[config.mk]
export PLATFORM = sky130hd
export DESIGN_NAME = xadc_monitor_top
export DESIGN_NICKNAME = d
export VERILOG_FILES = /design/src/design/xadc_adc_pkg.sv /design/src/design/xadc_frame_pkg.sv /design/src/design/xadc_frame_writer.sv /design/src/design/xadc_monitor_top.sv /design/src/design/xadc_packet_builder.sv /design/src/design/xadc_sample_sequencer.sv
export SDC_FILE = /design/constraint.sdc
export NUM_CORES = 1
export LEC_CHECK = 0
export ABC_AREA = 1
export BUFFER_PORTS_ARGS = -buffer_cell sky130_fd_sc_hd__buf_4
export CELL_PAD_IN_SITES_DETAIL_PLACEMENT = 1
export CELL_PAD_IN_SITES_GLOBAL_PLACEMENT = 2
export CORE_MARGIN = 3
export CORE_UTILIZATION = 35
export DETAILED_ROUTE_END_ITERATION = 10
export GPL_ROUTABILITY_DRIVEN = 0
export HOLD_SLACK_MARGIN = 0.05
export PLACE_DENSITY_LB_ADDON = 0.1
export SYNTH_ARGS = -nofsm -noshare
export SYNTH_HDL_FRONTEND = slang
export SYNTH_SLANG_ARGS = --single-unit
[constraint.sdc]
create_clock -name clk125 -period 3.08 [get_ports clk125]
set_input_delay 0.616 -clock clk125 [delete_from_list [all_inputs] [get_ports clk125]]
set_output_delay 0.616 -clock clk125 [all_outputs]
set_load 0.03 [all_outputs]
[src/design/xadc_adc_pkg.sv]
package xadc_adc_pkg;

    // Converter word and channel select
    localparam int result_w  = 12;
    localparam int channel_w = 3;

    // Counters driven from the slow-control registers
    localparam int sample_cnt_w = 11;
    localparam int delay_w      = 18;  // Gap between conversions in clk125 cycles

    typedef logic [result_w-1:0]  adc_result_t;
    typedef logic [channel_w-1:0] adc_channel_t;

endpackage

[src/design/xadc_frame_pkg.sv]
package xadc_frame_pkg;

    // Packet holds a header and five results
    localparam int packet_w         = 64;
    localparam int slots_per_packet = 5;
    localparam int header_w         = 4;   // Zero bit then channel

    // Packet goes out on a 16 bit bus
    localparam int word_w           = 16;
    localparam int words_per_packet = packet_w / word_w;

    // Running frame length in 16 bit words
    localparam int len_w = 12;

    typedef logic [word_w-1:0]   frame_word_t;
    typedef logic [len_w-1:0]    frame_len_t;
    typedef logic [packet_w-1:0] packet_t;

endpackage

[src/design/xadc_frame_writer.sv]
`timescale 1ns/1ps

module xadc_frame_writer
#(
    parameter int max_frame_words = 600
)
(
    input  logic                         clk125,
    input  logic                         rst,
    input  logic                         full,
    input  logic                         flush,
    input  xadc_frame_pkg::packet_t      packet,
    input  xadc_frame_pkg::frame_len_t   frame_words,
    output xadc_frame_pkg::frame_word_t  fifo_bus,
    output logic                         data_fifo_enable,
    output xadc_frame_pkg::frame_len_t   packet_len,
    output logic                         end_of_data,
    output logic                         packet_clear,
    output logic                         frame_clear,
    output logic                         frame_done
);
    import xadc_frame_pkg::*;

    localparam int cnt_w = $clog2(words_per_packet);

    typedef enum logic [2:0] {w_idle, w_send, w_done, w_gap1, w_gap2} wr_state_t;

    wr_state_t         state;
    packet_t           shift_r;
    logic [cnt_w-1:0]  word_cnt;
    logic              flushing;   // This packet closes the channel
    logic              start;

    // Flush is held until frame_done, so its level is enough here
    assign start = full || flush;

    always_ff @(posedge clk125)
    begin
        if (rst)
        begin
            state            <= w_idle;
            data_fifo_enable <= 1'b0;
            end_of_data      <= 1'b0;
            packet_clear     <= 1'b0;
            frame_clear      <= 1'b0;
            frame_done       <= 1'b0;
            packet_len       <= '0;
            flushing         <= 1'b0;
            word_cnt         <= '0;
        end
        else
        begin
            packet_clear <= 1'b0;
            frame_clear  <= 1'b0;
            frame_done   <= 1'b0;
            case (state)
                w_idle:
                begin
                    if (start)
                    begin
                        data_fifo_enable <= 1'b1;
                        packet_len       <= frame_words;
                        flushing         <= flush;
                        word_cnt         <= cnt_w'(1);
                        state            <= w_send;
                    end
                end

                w_send:
                begin
                    word_cnt <= word_cnt + 1'b1;
                    if (word_cnt == cnt_w'(words_per_packet - 1))
                    begin
                        end_of_data <= (packet_len == len_w'(max_frame_words)) || flushing;
                        state       <= w_done;
                    end
                end

                w_done:
                begin
                    data_fifo_enable <= 1'b0;
                    end_of_data      <= 1'b0;
                    packet_clear     <= 1'b1;
                    frame_clear      <= end_of_data;
                    frame_done       <= flushing;
                    state            <= w_gap1;
                end

                w_gap1: state <= w_gap2;  // Two quiet cycles between packets
                w_gap2: state <= w_idle;
                default: state <= w_idle;
            endcase
        end
    end

    // Most significant word first
    always_ff @(posedge clk125)
    begin
        if (state == w_idle && start)
        begin
            fifo_bus <= packet[packet_w-1 -: word_w];
            shift_r  <= packet << word_w;
        end
        else if (state == w_send)
        begin
            fifo_bus <= shift_r[packet_w-1 -: word_w];
            shift_r  <= shift_r << word_w;
        end
    end

endmodule

[src/design/xadc_monitor_top.sv]
`timescale 1ns/1ps

module xadc_monitor_top
#(
    parameter int max_frame_words = 600
)
(
    input  logic                                   clk125,
    input  logic                                   rst,
    input  logic                                   data_in_rdy,
    input  logic [15:0]                            vmm_id,
    input  logic [xadc_adc_pkg::sample_cnt_w-1:0]  sample_size,
    input  logic [xadc_adc_pkg::delay_w-1:0]       delay_in,
    input  logic                                   udp_done,
    input  logic                                   conv_done,
    input  xadc_adc_pkg::adc_result_t              conv_result,
    output logic                                   xadc_busy,
    output logic                                   conv_start,
    output xadc_adc_pkg::adc_channel_t             adc_channel,
    output xadc_frame_pkg::frame_word_t            fifo_bus,
    output logic                                   data_fifo_enable,
    output xadc_frame_pkg::frame_len_t             packet_len,
    output logic                                   end_of_data
);
    import xadc_adc_pkg::*;
    import xadc_frame_pkg::*;

    logic         save;
    adc_result_t  sample;
    adc_channel_t sample_channel;
    logic         flush;
    logic         frame_done;
    packet_t      packet;
    logic         full;
    frame_len_t   frame_words;
    logic         packet_clear;
    logic         frame_clear;

    xadc_sample_sequencer xadc_sample_sequencer_i
    (
        .clk125         (clk125),
        .rst            (rst),
        .data_in_rdy    (data_in_rdy),
        .vmm_id         (vmm_id),
        .sample_size    (sample_size),
        .delay_in       (delay_in),
        .udp_done       (udp_done),
        .conv_done      (conv_done),
        .conv_result    (conv_result),
        .frame_done     (frame_done),
        .xadc_busy      (xadc_busy),
        .conv_start     (conv_start),
        .adc_channel    (adc_channel),
        .save           (save),
        .sample         (sample),
        .sample_channel (sample_channel),
        .flush          (flush)
    );

    xadc_packet_builder xadc_packet_builder_i
    (
        .clk125         (clk125),
        .rst            (rst),
        .save           (save),
        .sample         (sample),
        .sample_channel (sample_channel),
        .packet_clear   (packet_clear),
        .frame_clear    (frame_clear),
        .packet         (packet),
        .full           (full),
        .frame_words    (frame_words)
    );

    xadc_frame_writer #(
        .max_frame_words (max_frame_words)
    ) xadc_frame_writer_i
    (
        .clk125           (clk125),
        .rst              (rst),
        .full             (full),
        .flush            (flush),
        .packet           (packet),
        .frame_words      (frame_words),
        .fifo_bus         (fifo_bus),
        .data_fifo_enable (data_fifo_enable),
        .packet_len       (packet_len),
        .end_of_data      (end_of_data),
        .packet_clear     (packet_clear),
        .frame_clear      (frame_clear),
        .frame_done       (frame_done)
    );

endmodule

[src/design/xadc_packet_builder.sv]
`timescale 1ns/1ps

module xadc_packet_builder
(
    input  logic                        clk125,
    input  logic                        rst,
    input  logic                        save,
    input  xadc_adc_pkg::adc_result_t   sample,
    input  xadc_adc_pkg::adc_channel_t  sample_channel,
    input  logic                        packet_clear,
    input  logic                        frame_clear,
    output xadc_frame_pkg::packet_t     packet,
    output logic                        full,
    output xadc_frame_pkg::frame_len_t  frame_words
);
    import xadc_adc_pkg::*;
    import xadc_frame_pkg::*;

    localparam int slot_w = $clog2(slots_per_packet);

    logic [slot_w-1:0] slot_idx;     // Next free slot
    logic              full_sent;    // Full packet handed over, clear not seen yet
    logic              carry_slot;
    logic              first_slot;
    packet_t           packet_next;

    // A new packet began while the previous full one was still going out
    assign carry_slot = full_sent && (slot_idx != '0);
    assign first_slot = save && (slot_idx == '0);

    // Slot 0 starts a fresh packet so leftovers never leak in
    always_comb
    begin
        packet_next = (slot_idx == '0) ? '0 : packet;
        packet_next[packet_w-1 -: header_w] = {1'b0, sample_channel};
        packet_next[slot_idx*result_w +: result_w] = sample;
    end

    always_ff @(posedge clk125)
    begin
        if (rst)
        begin
            packet    <= '0;
            slot_idx  <= '0;
            full      <= 1'b0;
            full_sent <= 1'b0;
        end
        else
        begin
            full <= 1'b0;
            if (packet_clear)
                full_sent <= 1'b0;
            if (save)
            begin
                packet <= packet_next;
                if (slot_idx == slot_w'(slots_per_packet - 1))
                begin
                    slot_idx  <= '0;
                    full      <= 1'b1;
                    full_sent <= 1'b1;
                end
                else
                    slot_idx <= slot_idx + 1'b1;
            end
            else if (packet_clear && !carry_slot)
            begin
                packet   <= '0;
                slot_idx <= '0;
            end
        end
    end

    //////////////////////////////
    // Frame length in words
    //////////////////////////////

    always_ff @(posedge clk125)
    begin
        if (rst)
            frame_words <= '0;
        else if (frame_clear)
            frame_words <= (first_slot || carry_slot) ? len_w'(words_per_packet) : '0;
        else if (first_slot)
            frame_words <= frame_words + len_w'(words_per_packet);  // Counted on first write
    end

endmodule

[src/design/xadc_sample_sequencer.sv]
`timescale 1ns/1ps

module xadc_sample_sequencer
(
    input  logic                                   clk125,
    input  logic                                   rst,
    input  logic                                   data_in_rdy,
    input  logic [15:0]                            vmm_id,
    input  logic [xadc_adc_pkg::sample_cnt_w-1:0]  sample_size,
    input  logic [xadc_adc_pkg::delay_w-1:0]       delay_in,
    input  logic                                   udp_done,
    input  logic                                   conv_done,
    input  xadc_adc_pkg::adc_result_t              conv_result,
    input  logic                                   frame_done,
    output logic                                   xadc_busy,
    output logic                                   conv_start,
    output xadc_adc_pkg::adc_channel_t             adc_channel,
    output logic                                   save,
    output xadc_adc_pkg::adc_result_t              sample,
    output xadc_adc_pkg::adc_channel_t             sample_channel,
    output logic                                   flush
);
    import xadc_adc_pkg::*;

    typedef enum logic [2:0]
    {
        s_idle,
        s_start,
        s_wait,
        s_last,
        s_delay,
        s_flush,
        s_release
    } seq_state_t;

    localparam adc_channel_t last_channel = '1;

    seq_state_t              state;
    logic                    read_all;     // Command asked for every chip
    logic [sample_cnt_w-1:0] sample_cnt;
    logic [delay_w-1:0]      delay_cnt;

    //////////////////////////////
    // Command and channel loop
    //////////////////////////////

    always_ff @(posedge clk125)
    begin
        if (rst)
        begin
            state       <= s_idle;
            xadc_busy   <= 1'b0;
            conv_start  <= 1'b0;
            save        <= 1'b0;
            flush       <= 1'b0;
            read_all    <= 1'b0;
            adc_channel <= '0;
            sample_cnt  <= '0;
            delay_cnt   <= '0;
        end
        else
        begin
            conv_start <= 1'b0;  // Both strobes last one cycle
            save       <= 1'b0;
            case (state)
                s_idle:
                begin
                    if (data_in_rdy)
                    begin
                        xadc_busy   <= 1'b1;
                        read_all    <= (vmm_id[3:0] > 4'd7);
                        adc_channel <= (vmm_id[3:0] > 4'd7) ? '0 : vmm_id[channel_w-1:0];
                        sample_cnt  <= '0;
                        state       <= s_start;
                    end
                end

                s_start:
                begin
                    conv_start <= 1'b1;
                    sample_cnt <= sample_cnt + 1'b1;
                    state      <= s_wait;
                end

                // Converter latency varies, conv_done ends it
                s_wait:
                begin
                    if (conv_done)
                    begin
                        save      <= 1'b1;
                        delay_cnt <= '0;
                        if (sample_cnt >= sample_size)
                            state <= s_last;
                        else
                            state <= s_delay;
                    end
                end

                s_delay:
                begin
                    if (delay_cnt == delay_in)
                        state <= s_start;
                    else
                        delay_cnt <= delay_cnt + 1'b1;
                end

                // One cycle so the builder holds the last result first
                s_last:
                begin
                    flush <= 1'b1;
                    state <= s_flush;
                end

                s_flush:
                begin
                    if (frame_done)
                    begin
                        flush <= 1'b0;
                        if (read_all && adc_channel != last_channel)
                        begin
                            adc_channel <= adc_channel + 1'b1;  // Next chip
                            sample_cnt  <= '0;
                            state       <= s_start;
                        end
                        else
                            state <= s_release;
                    end
                end

                // Old command gone and UDP frame sent
                s_release:
                begin
                    if (!data_in_rdy && udp_done)
                    begin
                        xadc_busy <= 1'b0;
                        state     <= s_idle;
                    end
                end

                default: state <= s_idle;
            endcase
        end
    end

    // Result held for the builder until the next conversion ends
    always_ff @(posedge clk125)
    begin
        if (state == s_wait && conv_done)
        begin
            sample         <= conv_result;
            sample_channel <= adc_channel;
        end
    end

endmodule

==> out/summary.txt <==
Status = finished clean
Antenna Nets Post-Route = 0
Largest net degree at the start of global routing = 90
Post-Synth XOR/XNOR Area = 2.672%
P per Cell Area = 607.9 mW/mm^2
Vias = 9593
P_int = 5.320 mW
Slowest-stage cell, CP = fa_1
Clk_lat worst skew = 530 ps
Initial Util = 36.02%
CTS tree = done
Gr usage total = 18.65%
Top sig layer = met4
Core Util, Final = 42.26%
Area after DPL = 0.01190 sq mm
Reg power frac = 44.1%
Number of global-route vias before repair = 9861
Filler cell count = 3704
Slowest stage delay, CP = 580 ps
# diodes = 0
Row count = 63
Sw frac = 31.06%
CP Cell Sequence = ha_1, fa_1, nor2_2, nand2_1, inv_1, ha_1, inv_2, nor2_4, inv_2, nor2_4, buf_4, nand3_1, nand3_1, a21oi_1
Async SR Flop Fraction = 0%
Max Cap Violations = 0
Tcrit/Tclk final = 92.27%
HP Class = input pin to register
Fraction of layout cells with a size suffix above 1 = 12.34%
Yosys synthesis warning count = 0
Design area = 0.01269 sq mm
Pins Over Slew Limit = 0
Number of remaining DRC errors = 0
Synth Area in Adders = 2.961%
Critical Path Sink Type = register
Switching power total = 2.396 mW
CTS buffer count = 26
Final setup vio count = 0
Horiz. Die Dim = 181.8 um
Mux contribution to synthesized area = 0%
Largest family of logic cells by synthesized area = simple AND/OR/NAND/NOR gates
Core area = 0.03003 sq mm
Nets = 1583
Max VDD drop = 0.4025 mV
CP max FO = 6
Mapped cell area = 0.01082 sq mm
Worst EP arrival = 3220 ps
Synth Flop Type = dfxtp_1
Period minus WS final = 2842 ps
Fin Setup TNS = 0 ps
DPL Wire Length = 22290 um
Detail Route met3 WL = 993 um
Mapped Cells = 1417
Setup crit start kind = register
Clk pin slew, worst setup/hold paths = 60 ps
Synth Area in Compound Gates = 10.42%
Crit path kind = register to register
Synth Area in Simple Gates = 29.05%
Synth cell types = 48
Syn Area/Cell = 7.633 sq um
Grt ovf = 0
DRT iter0 DRCs = 415
Metal2 WL = 14420 um
CTS Hold Bufs = 0
WL final = 30960 um
Die Ht = 181.8 um
Skew final = 9.896 ps
Sink Count = 219
Sequential share of the synthesized area = 47.84%
Worst-margin pin slew = 768.1 ps
Flop and latch count out of synthesis = 219
Fmax = 351.9 MHz
Worst slew margin = 48.25%
CTS H-Tree Depth = 1
Clk network pwr share = 36.7%
Ports = 97
Final Hold Fails = 0
Initial antenna violation count = 0
Leak pwr = 4.987 nW
I/O Buffers = 82
WL met1 = 14990 um
Combinational power share = 19.2%
Die ar. = 0.03305 sq mm
Clock root buffer = clkbuf_16
Initial DRT Pass Iterations = 4
First-pass GRT wire length = 51200 um
Post-synth EDFFs = 79
CTS Buffer Depth = 3
Wire length per cell = 16.24 um
Area grow syn2layout = 17.34%
Vias per cell = 5.033
Worst EP required = 3450 ps
flip-flops by register name, indices dropped and copies added, names as in the netlist, 2 cells and up:
name                                    flops
xadc_frame_writer_i.fifo_bus               16
xadc_frame_writer_i.packet_len             10
xadc_frame_writer_i.shift_r                48
xadc_frame_writer_i.state                   3
xadc_frame_writer_i.word_cnt                2
xadc_packet_builder_i.frame_words          10
xadc_packet_builder_i.packet               64
xadc_packet_builder_i.slot_idx              3
xadc_sample_sequencer_i.adc_channel         3
xadc_sample_sequencer_i.delay_cnt          18
xadc_sample_sequencer_i.sample             12
xadc_sample_sequencer_i.sample_channel      3
xadc_sample_sequencer_i.sample_cnt         11
xadc_sample_sequencer_i.state               3
power groups by stage:
stage                     clock network (mW)  registers [mW]  logic, mW
after floorplan                            0            3.55      0.872
after global placement                     0            3.46       1.48
after detailed placement                   0            3.47       1.50
after CTS                               2.92            3.41       1.50
after global routing                    3.06            3.43       1.67
final                                   2.83            3.40       1.48
synth_stat cells, types with 2 or more instances:
library cell / instances / share of area (%)
nand2_1: 407 / 14
dfxtp_1: 140 / 26
nor2_1: 134 / 4.7
a21oi_1: 122 / 5.6
inv_1: 122 / 4.2
nand3_1: 106 / 4.9
edfxtp_1: 79 / 22
o21ai_0: 64 / 3.0
clkbuf_1: 40 / 1.4
nand4_1: 25 / 1.4
ha_1: 24 / 2.8
xor2_1: 22 / 1.8
nor3_1: 21 / 0.97
buf_2: 11 / 0.51
xnor2_1: 11 / 0.89
nor2_2: 9 / 0.52
nor3b_1: 9 / 0.62
nand2_2: 8 / 0.46
a31oi_1: 7 / 0.40
inv_2: 6 / 0.21
nor4_1: 6 / 0.35
buf_4: 5 / 0.35
o22ai_1: 5 / 0.29
nor2_4: 3 / 0.31
a22oi_1: 2 / 0.14
buf_1: 2 / 0.069
nand3_2: 2 / 0.19
o211ai_1: 2 / 0.14
o21a_1: 2 / 0.14
o21ai_2: 2 / 0.16
o21bai_1: 2 / 0.14
logic make-up after synthesis:
kind of cell               after synthesis
other                                    1
buffers and inverters                  190
and+or+nand+nor                        736
xor gates and xnor gates                33
DFF                                    219
adders and majority gates               25
AOI/OAI and AO/OA                      213
per-stage QoR:
step | power [mW] | cells | hold slack (ps) | setup WS (ps)
2_1_floorplan | 4.423 | 1418 | 421.7 | 275.3
3_3_place_gp | 4.939 | 1858 | 438.7 | 205.3
3_5_place_dp | 4.963 | 1858 | 444.3 | 149.1
4_1_cts | 7.831 | 1906 | 238.2 | 121.6
5_1_grt | 8.160 | 1906 | 245.5 | -0.6122
6_report | 7.716 | 1906 | 270.3 | 238.0
metal layers:
layer / global-route usage, % / vias up
met2: 31.97 / 136
met4: 4.205 / 0
met3: 2.163 / 44
met1: 25.33 / 4606
li1: - / 4807
met5: 0 / -
worst paths after layout:
| kind | startpoint | depth (start not counted) | endpoint | slack (ps) |
|---|---|---|---|---|
| min reg2reg | xadc_packet_builder_i.packet[0] | 2 | xadc_packet_builder_i.packet[0] | 450 |
| min | conv_result[6] | 1 | xadc_sample_sequencer_i.sample[6] | 270 |
| max reg2reg | xadc_packet_builder_i.slot_idx[1] | 14 | xadc_packet_builder_i.packet[26] | 240 |
| max | xadc_packet_builder_i.slot_idx[1] | 14 | xadc_packet_builder_i.packet[26] | 240 |
cell type report:
type | count | area, sq um | area share, %
timing repair buffer | 110 | 850.8 | 6.703
inverter | 130 | 493.0 | 3.884
tap | 390 | 488.0 | 3.845
clock inverter | 14 | 78.83 | 0.6211
sequential | 219 | 5175 | 40.77
multi-input combinational | 1009 | 4905 | 38.64
clock buffer | 34 | 701.9 | 5.530
timing repair:
action | CTS | global route
gates resized for setup | 0 | 4
setup buffers | 0 | 0
setup endpoints to repair | 0 | 18
worst max-delay path: cells and delay by family (launching register included):
family / cells / cell delay (ps)
AOI/OAI and AO/OA: 1 / 70
adders and majority gates: 3 / 1100
buffers and inverters: 4 / 390
DFF: 1 / 350
and+or+nand+nor: 6 / 780
placed cells by master (no fill, tap or decap), drive strengths merged, types with 2 or more instances in the layout:
master,count
a21oi,122
a22oi,2
a31oi,7
buf,110
clkbuf,34
clkinv,14
clkinvlp,2
conb,2
dfxtp,140
edfxtp,79
ha,24
inv,128
nand2,416
nand3,108
nand4,25
nor2,146
nor3,22
nor3b,9
nor4,7
o211ai,2
o21a,2
o21ai,66
o21bai,2
o22ai,5
xnor2,11
xor2,22
No activity file was read; power rests on OpenSTA's default activity.
